$ cat config.mk
export PLATFORM = sky130hd
export DESIGN_NAME = sse_top
export DESIGN_NICKNAME = d
export VERILOG_FILES = /design/src/hdl/fp_pkg.sv /design/src/hdl/sse_pkg.sv /design/src/hdl/fp_add_sub.sv /design/src/hdl/fp_square.sv /design/src/hdl/sse_accum_regs.sv /design/src/hdl/sse_sequencer.sv /design/src/hdl/sse_top.sv
export VERILOG_INCLUDE_DIRS = /design/src /design/src/include
export SDC_FILE = /design/constraint.sdc
export NUM_CORES = 2
export LEC_CHECK = 0
export ABC_AREA = 1
export BUFFER_PORTS_ARGS = -buffer_cell sky130_fd_sc_hd__buf_2
export CORE_ASPECT_RATIO = 0.6
export CORE_MARGIN = 2
export CORE_UTILIZATION = 30
export CTS_CLUSTER_DIAMETER = 50
export CTS_CLUSTER_SIZE = 25
export DETAILED_ROUTE_END_ITERATION = 8
export MAX_ROUTING_LAYER = met4
export PLACE_DENSITY = 0.41
export SETUP_SLACK_MARGIN = 0.2
export SYNTH_ARGS = -nofsm -noshare
export SYNTH_HDL_FRONTEND = slang
export SYNTH_SLANG_ARGS = --single-unit
$ cat constraint.sdc
create_clock -name clk -period 16.68 [get_ports clk]
set_input_delay 3.336 -clock clk [delete_from_list [all_inputs] [get_ports clk]]
set_output_delay 3.336 -clock clk [all_outputs]
set_load 0.01 [all_outputs]
$ cat src/include/sse_defines.svh
`ifndef SSE_DEFINES_SVH
`define SSE_DEFINES_SVH

// single precision layout
`define FP_EXP_W   8
`define FP_FRAC_W  23
`define FP_BIAS    127
`define FP_EXP_MAX 255    // all-ones exponent of inf and nan

// every nan result uses this word
`define FP_QNAN 32'h7fc00000

// accumulated sample count
`define SSE_CNT_W 16

`endif

$ cat src/hdl/fp_pkg.sv
`include "sse_defines.svh"

package fp_pkg;

	typedef struct packed {
		logic                  sign;
		logic [`FP_EXP_W-1:0]  exp;
		logic [`FP_FRAC_W-1:0] frac;
	} fp_fields_t;

	// one float word, seen as raw bits or as its fields
	typedef union packed {
		logic [`FP_EXP_W+`FP_FRAC_W:0] bits;
		fp_fields_t                    f;
	} fp32_t;

	typedef enum logic [2:0] {
		fp_zero,
		fp_normal,
		fp_inf,
		fp_nan
	} fp_class_t;

	// subnormals are treated as zero
	function automatic fp_class_t fp_classify(fp32_t w);
		if (w.f.exp == `FP_EXP_MAX) begin
			return (w.f.frac != '0) ? fp_nan : fp_inf;
		end
		if (w.f.exp == '0) begin
			return fp_zero;
		end
		return fp_normal;
	endfunction

endpackage

$ cat src/hdl/sse_pkg.sv
`include "sse_defines.svh"

package sse_pkg;

	import fp_pkg::*;

	typedef enum logic [2:0] {
		st_idle,
		st_sub,          // start sample - golden
		st_wait_sub,
		st_square,
		st_wait_square,
		st_acc,          // start square + sum
		st_wait_acc
	} seq_state_t;

	typedef struct packed {
		fp32_t                 sum;
		logic [`SSE_CNT_W-1:0] count;
	} acc_status_t;

endpackage

$ cat src/hdl/fp_add_sub.sv
`include "sse_defines.svh"

module fp_add_sub
	import fp_pkg::*;
(
	input  logic  clk,
	input  logic  rst,
	input  logic  start,
	input  logic  sub,
	input  fp32_t a,
	input  fp32_t b,
	output logic  busy,
	output logic  ready,
	output fp32_t y
);

	localparam int fw = `FP_FRAC_W;
	localparam int mw = fw + 4;    // hidden bit, fraction, guard, round, sticky
	localparam logic [`FP_EXP_W-1:0] exp_ones = `FP_EXP_W'(`FP_EXP_MAX);
	localparam logic [`FP_EXP_W-1:0] max_shift = `FP_EXP_W'(mw);

	typedef enum logic [2:0] {
		as_idle,
		as_check,
		as_add,
		as_norm,
		as_round,
		as_done
	} as_state_t;

	as_state_t state;
	fp32_t a_q, b_q;
	logic sub_q;
	fp_class_t cls_a, cls_b;
	logic sb_eff, eff_sub_w, a_ge_b;
	fp32_t big_op, small_op;
	logic [`FP_EXP_W-1:0] exp_diff, shamt;
	logic [2*mw-1:0] small_wide;
	logic [mw-1:0] small_al;
	logic [mw-1:0] sig_big, sig_small;
	logic [mw:0] sig_r;          // extra top bit catches the carry
	logic signed [9:0] exp_r;
	logic sign_r, eff_sub;
	logic round_up;
	logic [fw+1:0] mant_inc;
	logic signed [9:0] exp_fin;

	assign cls_a = fp_classify(a_q);
	assign cls_b = fp_classify(b_q);
	assign sb_eff = b_q.f.sign ^ sub_q;    // sign of b as it enters the sum
	assign eff_sub_w = a_q.f.sign ^ sb_eff;
	assign a_ge_b = {a_q.f.exp, a_q.f.frac} >= {b_q.f.exp, b_q.f.frac};
	assign big_op = a_ge_b ? a_q : b_q;
	assign small_op = a_ge_b ? b_q : a_q;

	// every bit shifted out during alignment lands in sticky
	assign exp_diff = big_op.f.exp - small_op.f.exp;
	assign shamt = (exp_diff > max_shift) ? max_shift : exp_diff;
	assign small_wide = {1'b1, small_op.f.frac, 3'b000, {mw{1'b0}}} >> shamt;
	assign small_al = {small_wide[2*mw-1:mw+1], small_wide[mw] | (|small_wide[mw-1:0])};

	// nearest even on guard, round and sticky
	assign round_up = sig_r[2] & (sig_r[1] | sig_r[0] | sig_r[3]);
	assign mant_inc = {1'b0, sig_r[mw-1:3]} + {{(fw+1){1'b0}}, round_up};
	assign exp_fin = mant_inc[fw+1] ? exp_r + 10'sd1 : exp_r;

	assign busy = (state != as_idle);

	always_ff @(posedge clk) begin
		if (rst) begin
			state <= as_idle;
			ready <= 1'b0;
		end else begin
			ready <= 1'b0;
			case (state)
				as_idle: begin
					if (start) begin
						a_q <= a;
						b_q <= b;
						sub_q <= sub;
						state <= as_check;
					end
				end
				as_check: begin
					state <= as_done;    // special cases skip the datapath
					if (cls_a == fp_nan || cls_b == fp_nan) begin
						y.bits <= `FP_QNAN;
					end else if (cls_a == fp_inf && cls_b == fp_inf) begin
						if (eff_sub_w)
							y.bits <= `FP_QNAN;    // inf - inf
						else
							y <= a_q;
					end else if (cls_a == fp_inf) begin
						y <= a_q;
					end else if (cls_b == fp_inf) begin
						y.f <= '{sb_eff, exp_ones, '0};
					end else if (cls_a == fp_zero && cls_b == fp_zero) begin
						y.f <= '{a_q.f.sign & sb_eff, '0, '0};
					end else if (cls_a == fp_zero) begin
						y.f <= '{sb_eff, b_q.f.exp, b_q.f.frac};
					end else if (cls_b == fp_zero) begin
						y <= a_q;
					end else if (eff_sub_w &&
							{a_q.f.exp, a_q.f.frac} == {b_q.f.exp, b_q.f.frac}) begin
						y.bits <= '0;    // exact cancellation
					end else begin
						sig_big <= {1'b1, big_op.f.frac, 3'b000};
						sig_small <= small_al;
						exp_r <= {2'b00, big_op.f.exp};
						sign_r <= a_ge_b ? a_q.f.sign : sb_eff;
						eff_sub <= eff_sub_w;
						state <= as_add;
					end
				end
				as_add: begin
					if (eff_sub)
						sig_r <= {1'b0, sig_big} - {1'b0, sig_small};
					else
						sig_r <= {1'b0, sig_big} + {1'b0, sig_small};
					state <= as_norm;
				end
				as_norm: begin
					if (sig_r[mw]) begin
						// carry out shifts one step right
						sig_r <= {1'b0, sig_r[mw:2], sig_r[1] | sig_r[0]};
						exp_r <= exp_r + 10'sd1;
						state <= as_round;
					end else if (sig_r[mw-1]) begin
						state <= as_round;
					end else if (exp_r <= 10'sd1) begin
						y.bits <= '0;    // flush what would go subnormal
						state <= as_done;
					end else begin
						sig_r <= sig_r << 1;    // one bit per cycle
						exp_r <= exp_r - 10'sd1;
					end
				end
				as_round: begin
					if (exp_fin >= `FP_EXP_MAX)
						y.f <= '{sign_r, exp_ones, '0};    // overflow saturates to inf
					else
						y.f <= '{sign_r, exp_fin[`FP_EXP_W-1:0], mant_inc[fw-1:0]};
					state <= as_done;
				end
				as_done: begin
					ready <= 1'b1;
					state <= as_idle;
				end
				default: state <= as_idle;
			endcase
		end
	end

endmodule

$ cat src/hdl/fp_square.sv
`include "sse_defines.svh"

module fp_square
	import fp_pkg::*;
(
	input  logic  clk,
	input  logic  rst,
	input  logic  start,
	input  fp32_t a,
	output logic  busy,
	output logic  ready,
	output fp32_t y
);

	localparam int fw = `FP_FRAC_W;
	localparam int pw = 2 * (fw + 1);    // full significand product
	localparam logic [`FP_EXP_W-1:0] exp_ones = `FP_EXP_W'(`FP_EXP_MAX);

	typedef enum logic [2:0] {
		sq_idle,
		sq_check,
		sq_mul,
		sq_norm,
		sq_round
	} sq_state_t;

	sq_state_t state;
	fp32_t a_q;
	fp_class_t cls_a;
	logic signed [9:0] exp_dbl, exp_r;
	logic [pw-1:0] prod;
	logic [fw-1:0] mant;
	logic guard, sticky;
	logic round_up;
	logic [fw:0] mant_inc;
	logic signed [9:0] exp_fin;

	assign cls_a = fp_classify(a_q);
	// 2e - bias is always odd and never lands on 0 or 254
	assign exp_dbl = $signed({1'b0, a_q.f.exp, 1'b0}) - $signed(10'(`FP_BIAS));

	assign round_up = guard & (sticky | mant[0]);
	assign mant_inc = {1'b0, mant} + {{fw{1'b0}}, round_up};
	assign exp_fin = mant_inc[fw] ? exp_r + 10'sd1 : exp_r;

	assign busy = (state != sq_idle);

	always_ff @(posedge clk) begin
		if (rst) begin
			state <= sq_idle;
			ready <= 1'b0;
		end else begin
			ready <= 1'b0;
			case (state)
				sq_idle: begin
					if (start) begin
						a_q <= a;
						state <= sq_check;
					end
				end
				sq_check: begin
					exp_r <= exp_dbl;
					if (cls_a == fp_nan) begin
						y.bits <= `FP_QNAN;
						ready <= 1'b1;
						state <= sq_idle;
					end else if (exp_dbl >= `FP_EXP_MAX) begin
						y.f <= '{1'b0, exp_ones, '0};    // inf input or overflow
						ready <= 1'b1;
						state <= sq_idle;
					end else if (exp_dbl < 10'sd1) begin
						y.bits <= '0;    // zero, subnormal or underflow
						ready <= 1'b1;
						state <= sq_idle;
					end else begin
						state <= sq_mul;
					end
				end
				sq_mul: begin
					prod <= {1'b1, a_q.f.frac} * {1'b1, a_q.f.frac};
					state <= sq_norm;
				end
				sq_norm: begin
					if (prod[pw-1]) begin    // product in [2,4)
						mant <= prod[pw-2 -: fw];
						guard <= prod[pw-2-fw];
						sticky <= |prod[pw-3-fw:0];
						exp_r <= exp_r + 10'sd1;
					end else begin
						mant <= prod[pw-3 -: fw];
						guard <= prod[pw-3-fw];
						sticky <= |prod[pw-4-fw:0];
					end
					state <= sq_round;
				end
				sq_round: begin
					// rounding carry may push the exponent over
					if (exp_fin >= `FP_EXP_MAX)
						y.f <= '{1'b0, exp_ones, '0};
					else
						y.f <= '{1'b0, exp_fin[`FP_EXP_W-1:0], mant_inc[fw-1:0]};
					ready <= 1'b1;
					state <= sq_idle;
				end
				default: state <= sq_idle;
			endcase
		end
	end

endmodule

$ cat src/hdl/sse_accum_regs.sv
module sse_accum_regs
	import fp_pkg::*, sse_pkg::*;
(
	input  logic        clk,
	input  logic        rst,
	input  logic        clear,
	input  logic        acc_load,
	input  fp32_t       acc_value,
	output acc_status_t status
);

	always_ff @(posedge clk) begin
		if (rst) begin
			status.sum.bits <= '0;
			status.count <= '0;
		end else if (clear) begin
			status.sum.bits <= '0;    // start a new run
			status.count <= '0;
		end else if (acc_load) begin
			status.sum <= acc_value;
			// hold at the top instead of wrapping
			if (status.count != '1)
				status.count <= status.count + 1'b1;
		end
	end

endmodule

$ cat src/hdl/sse_sequencer.sv
module sse_sequencer
	import fp_pkg::*, sse_pkg::*;
(
	input  logic        clk,
	input  logic        rst,
	input  logic        sample_valid,
	input  fp32_t       sample,
	input  fp32_t       golden,
	input  acc_status_t status,
	output logic        add_start,
	output logic        add_sub,
	output fp32_t       add_a,
	output fp32_t       add_b,
	input  logic        add_ready,
	input  fp32_t       add_y,
	output logic        sq_start,
	output fp32_t       sq_a,
	input  logic        sq_ready,
	input  fp32_t       sq_y,
	output logic        acc_load,
	output fp32_t       acc_value,
	output logic        busy,
	output logic        ready
);

	seq_state_t state;
	fp32_t sample_q, golden_q;

	always_ff @(posedge clk) begin
		if (rst) begin
			state <= st_idle;
			ready <= 1'b0;
		end else begin
			ready <= 1'b0;
			case (state)
				st_idle:        if (sample_valid) state <= st_sub;
				st_sub:         state <= st_wait_sub;
				st_wait_sub:    if (add_ready) state <= st_square;
				st_square:      state <= st_wait_square;
				st_wait_square: if (sq_ready) state <= st_acc;
				st_acc:         state <= st_wait_acc;
				st_wait_acc: begin
					if (add_ready) begin
						ready <= 1'b1;    // sum register loads on this edge
						state <= st_idle;
					end
				end
				default: state <= st_idle;
			endcase
		end
	end

	// operands latched only while idle
	always_ff @(posedge clk) begin
		if (state == st_idle && sample_valid) begin
			sample_q <= sample;
			golden_q <= golden;
		end
	end

	assign busy = (state != st_idle);

	// the shared adder subtracts first and accumulates later
	assign add_start = (state == st_sub) || (state == st_acc);
	assign add_sub = (state == st_sub);
	assign add_a = add_sub ? sample_q : sq_y;
	assign add_b = add_sub ? golden_q : status.sum;

	assign sq_start = (state == st_square);
	assign sq_a = add_y;    // difference held by the adder

	assign acc_load = (state == st_wait_acc) && add_ready;
	assign acc_value = add_y;

endmodule

$ cat src/hdl/sse_top.sv
module sse_top
	import fp_pkg::*, sse_pkg::*;
(
	input  logic        clk,
	input  logic        rst,
	input  logic        clear,
	input  logic        sample_valid,
	input  fp32_t       sample,
	input  fp32_t       golden,
	output logic        busy,
	output logic        ready,
	output acc_status_t status
);

	logic add_start, add_sub, add_ready;
	fp32_t add_a, add_b, add_y;
	logic sq_start, sq_ready;
	fp32_t sq_a, sq_y;
	logic acc_load;
	fp32_t acc_value;

	sse_sequencer i_seq (
		.clk          (clk),
		.rst          (rst),
		.sample_valid (sample_valid),
		.sample       (sample),
		.golden       (golden),
		.status       (status),
		.add_start    (add_start),
		.add_sub      (add_sub),
		.add_a        (add_a),
		.add_b        (add_b),
		.add_ready    (add_ready),
		.add_y        (add_y),
		.sq_start     (sq_start),
		.sq_a         (sq_a),
		.sq_ready     (sq_ready),
		.sq_y         (sq_y),
		.acc_load     (acc_load),
		.acc_value    (acc_value),
		.busy         (busy),
		.ready        (ready)
	);

	// shared by the subtract and the accumulate step
	fp_add_sub i_add (
		.clk   (clk),
		.rst   (rst),
		.start (add_start),
		.sub   (add_sub),
		.a     (add_a),
		.b     (add_b),
		.busy  (),
		.ready (add_ready),
		.y     (add_y)
	);

	fp_square i_sq (
		.clk   (clk),
		.rst   (rst),
		.start (sq_start),
		.a     (sq_a),
		.busy  (),
		.ready (sq_ready),
		.y     (sq_y)
	);

	sse_accum_regs i_acc (
		.clk       (clk),
		.rst       (rst),
		.clear     (clear),    // only pulsed while idle
		.acc_load  (acc_load),
		.acc_value (acc_value),
		.status    (status)
	);

endmodule

-- After elaboration in Yosys (flattened, before gate mapping)
Cells that the tools add are included.
- logic and storage cells: 259
- flip-flop bits (word level): 457
- bits of input ports: 68
- output and inout bits: 50
- equal/unequal tests: 48
- add/sub/neg operators: 10
- muxes and demuxes: 102
- reduce and logical (&&, ||, !) cells: 43
- $lt $le $gt $ge: 7
- multipliers: 1
- shift-type cells: 1
- bitwise logic cells: 19
- operators by type and width (kind ; number):
    two-way mux 32 bit ; 17
    two-way mux 10 bit ; 14
    two-way mux 31 bit ; 4
    case mux 32 bit (3 select lines) ; 1
    two-way mux 3 bit ; 31
    two-way mux 28 bit ; 3
    nonzero test 23 bit ; 3
    case mux 32 bit (2 select lines) ; 1
    case mux 28 bit (2 select lines) ; 1
    >> shifter 54 x 8 -> 54 bit ; 1
    multiplier 24 x 24 -> 48 bit ; 1
    case mux 10 bit (2 select lines) ; 2
    equality test 3 x 2 -> 1 bit, second input constant ; 11
    equality test 31 bit ; 1
    greater-or-equal comparator 31 bit ; 1
    greater-or-equal comparator 10 x 9 -> 1 bit, second input constant ; 3
    adder 27 x 27 -> 28 bit ; 1
    subtractor 27 x 27 -> 28 bit ; 1
    two-way mux 27 bit ; 1
    OR reduction 27 bit ; 1
    != test 2 bit, second input constant ; 13
    adder 24 x 1 -> 25 bit ; 1
    adder 23 x 1 -> 24 bit ; 1
    equality test 8 bit, second input constant ; 3
    42 further kinds ; 114

-- Longest topological paths before layout
- word-level depth: 15
- mapped depth: 37
- mapped depth without buffers: 36

-- Cells and area by module
Synthesis repeated with hierarchy kept, for this count alone.
- cell total of the unflattened synthesis: 5159
- area, all modules: 43176.4 um^2
- modules (own cells, without submodules) (module ; times used ; area an instance (um^2) ; cells an instance ; sequential area each (um^2)):
    fp_square ; 1 ; 23224.8 ; 2607 ; 4404.2
    fp_add_sub ; 1 ; 14410.1 ; 1894 ; 5695.5
    sse_sequencer ; 1 ; 3514.6 ; 373 ; 2001.9
    sse_accum_regs ; 1 ; 2026.9 ; 285 ; 960.9

-- Least setup slack after synthesis
OpenSTA, ideal clock, no wires.
- path kind: input -> register
- start: input rst
- end: register i_add.y[0] in the netlist's numbering (enable)
- required time: 16085 ps
- slack: 7436 ps
- path buffers: 1
- data arrival time: 8650 ps
- stages on the path: 2
- library setup time: 595 ps
- path through: clkbuf_1 -> a2111oi_0
- longest elaborated chain between the ends: 2
- RTL lines (what ; RTL line ; text):
    start: declaration ; sse_top.sv:5 ; input logic rst,
    NOT 1 bit (no source line) ; n/a ;
    AND reduction 6 bit (no source line) ; n/a ;
    end signal: assignment ; fp_add_sub.sv:92 ; y <= a_q;
    end signal: assignment ; fp_add_sub.sv:94 ; y <= a_q;
    end signal: assignment ; fp_add_sub.sv:102 ; y <= a_q;
    end: declaration ; fp_add_sub.sv:14 ; output fp32_t y
No other way between the ends.
A chain may end at the register's enable or synchronous reset.

-- Worst setup path after layout
- start: register i_sq.a_q[8] in the netlist's numbering
- end: register i_sq.prod[44] (data pin)
- longest elaborated chain between the ends: 1
- RTL lines (what ; RTL line ; text):
    start: declaration ; fp_square.sv:28 ; fp32_t a_q;
    start signal: assignment ; fp_square.sv:57 ; a_q <= a;
    multiplier 24 x 24 -> 48 bit ; fp_square.sv:80 ; prod <= {1'b1, a_q.f.frac} * {1'b1, a_q.f.frac};
    end signal: assignment ; fp_square.sv:80 ;
    end: declaration ; fp_square.sv:31 ; logic [pw-1:0] prod;
No other way between the ends.

==> impl_metrics.json <==
{
  "wl_per_cell_um": 21.4,
  "async_flop_share_pct": 0,
  "slew_headroom_pct": 10.9,
  "gp_congestion": 0.920,
  "synth_nets": 5581,
  "hpwl_um": 116000,
  "clock_skew_ns": 0.0807,
  "period_needed_ns": 7.65,
  "drc": 0,
  "grt_pass1_vias": 31299,
  "post_route_cells_drive_above_1_share_pct": 7.19,
  "h-tree-depth": 2,
  "numCtsBuffers": 60,
  "period_share_pct": 45.9,
  "min_path_type": "reg2reg",
  "core_area_sq_um": 137000,
  "grt_use_total_pct": 21.3,
  "clock_sinks": 455,
  "syn2layout_area_growth_pct": 11.9,
  "cts_max_path_buffers": 3,
  "die_y_um": 291,
  "worstPathRequired_ns": 17.12,
  "tritoncts": "yes",
  "num_vias": 32472,
  "dr.pass1.iters": 5,
  "synth_cell_types": 60,
  "start_kind": "register",
  "worstSkewPairLatency_ns": 0.70,
  "placementRows": 105,
  "io_buffer_count": 117,
  "routed_wl_um": 145000,
  "grt_overflow": 0,
  "pin_count": 118,
  "synth_area_leaders": "edfxtp_1 (29%), fa_1 (21%), nand2_1 (10%)",
  "initial_core_util_pct": 30.2,
  "layout_commonest_cell": "nand2_1",
  "die_width_um": 483,
  "outcome": "completed",
  "cp_common_cell": "inv_1",
  "crit_fanout": 18,
  "grt_pass1_wl_um": 214000,
  "postCtsSetupBuffers": 0,
  "clkSlewWorstSetupHoldPaths_ns": 0.07,
  "max_freq_mhz": 131,
  "worstMarginPinSlew_ns": 1.33,
  "hold_buffers": 0,
  "dominantRegCellSynth": "edfxtp_1",
  "final_nets": 5659,
  "synthesis.area_sq_um": 41200,
  "synth-edff-count": 395,
  "finalHoldViolCount": 0,
  "arrival_ns": 8.10,
  "root_buffer": "clkbuf_16",
  "synth_seq_cells": 455,
  "avgSynthCellArea_sq_um": 8.55,
  "worstSetupPathType": "reg2reg",
  "most-common-layout-cells": "nand2_1 (1103), inv_1 (1033), fa_1 (424)",
  "netlist_instances": 4820,
  "synth_top_area_share_pct": 28.8,
  "antenna_found_initial": 6,
  "drt_iter0_drc": 3230,
  "finalSetupTns_ns": 0,
  "yosysSeqAreaShare_pct": 31.7,
  "drtAntennaViolNets": 0,
  "cpMaxStageDelayCell": "fa_1",
  "worstSetupEndpointType": "register",
  "rsz0062_at_grt": "no",
  "dieArea_sq_um": 140000,
  "grt_max_degree": 68,
  "via_per_inst": 4.80,
  "max_stage_delay_ns": 0.57,
  "post_cts_resized": 0,
  "yosys_warnings": 0,
  "setup_viol": 0,
  "cap_violations": 0,
  "yosys.area.top_type": "edfxtp_1",
  "slew_violations": 0
}
flip-flops by register name, indices dropped and copies added, names as in the netlist, 10 cells and up:
register,cells
i_sq.mant,23
i_sq.a_q,31
i_sq.y,31
i_sq.exp_r,10
i_add.sig_r,28
i_add.sig_big,23
i_add.y,32
i_add.exp_r,10
i_add.a_q,32
i_seq.golden_q,32
i_add.sig_small,27
i_sq.prod,47
i_seq.sample_q,32
i_add.b_q,32
i_acc.status,48
final cells by class:
class | count | area, sq um
antenna | 2 | 5.00
clock buffer | 63 | 1520
clock inverter | 51 | 689
fill | 14208 | 90400
inverter | 1046 | 3930
multi-input combinational | 3161 | 23600
sequential | 455 | 13100
tap | 1819 | 2280
timing repair buffer | 174 | 1010
per-stage QoR:
step                cells  utilization [%]  instance area, sq um  hold slack [ns]  setup WS, ns
floorplan            4820                -                 41200            0.426          7.44
global placement     6655             32.2                 43900            0.445          9.11
detailed placement   6655             32.2                 43900            0.445          9.06
CTS                  6769             33.8                 46100            0.463          9.09
global route         6771             33.8                 46100            0.474          8.50
finish               6771             33.8                 46100            0.468          9.03
Yosys cell counts, drive strengths merged, types with 2 or more instances:
cell type  count
inv         1041
ha           269
o41ai          6
a31oi         25
or2           17
o21ai        236
nor4          32
a2111oi        3
nor2         285
nor3          41
o21a           6
clkinv         5
a211oi         5
buf           37
o22ai          3
xor2          61
nand2       1112
edfxtp       395
o31ai         10
o32ai          2
nand3        233
a21oi        199
o311ai         2
mux2i          2
xnor2         25
or4            2
fa           424
nand4         72
a32o           3
dfxtp         60
o211ai         9
a21o           5
clkbuf       121
o221ai        46
nand3b         2
o21bai         5
and3           2
nor3b         10
and2           2
per-layer routing:
metal | routed length [um] | global-route usage [%] | vias up
met3 | 14300 | 6.02 | 129
met4 | 2340 | 3.57 | 0
met2 | 48700 | 23.5 | 1187
met5 | 0 | - | -
li1 | - | - | 15485
met1 | 79900 | 36.1 | 15671
cells by family (layout without fill, tap and decap cells):
family	Yosys count	in the layout	synth area share, %
AND/OR/NAND/NOR	1810	1810	18.6
buffers and inverters	1204	1334	11.2
adder cells (fa/ha/maj)	693	693	28.8
AO/OA/AOI/OAI	570	570	7.88
flip-flops	455	455	31.7
XOR/XNOR	86	86	1.83
multiplexers	2	2	0.0486
other	0	2	0
worst paths after layout:
| check | startpoint | to | slack [ns] | cells past startpoint |
|---|---|---|---|---|
| setup / recovery | i_sq.a_q[8] | i_sq.prod[44] | 9.03 | 29 |
| hold / removal | i_add.y[17] | i_sq.a_q[17] | 0.47 | 0 |
| setup reg to reg | i_sq.a_q[8] | i_sq.prod[44] | 9.03 | 29 |
| hold reg to reg | i_add.y[17] | i_sq.a_q[17] | 0.47 | 0 |
worst max-delay path, delay by kind of cell, from the launching register on:
family          cells  cell delay, ns
compound gates      6            1.32
xor+xnor            1            0.08
fa+ha+maj           8            4.14
buf+inv            10            1.00
flops               1            0.48
simple gates        4            0.45
Power is left out: the tool's default activity adds up to more than one toggle a clock period on the data nets, which glitch-free logic cannot reach.
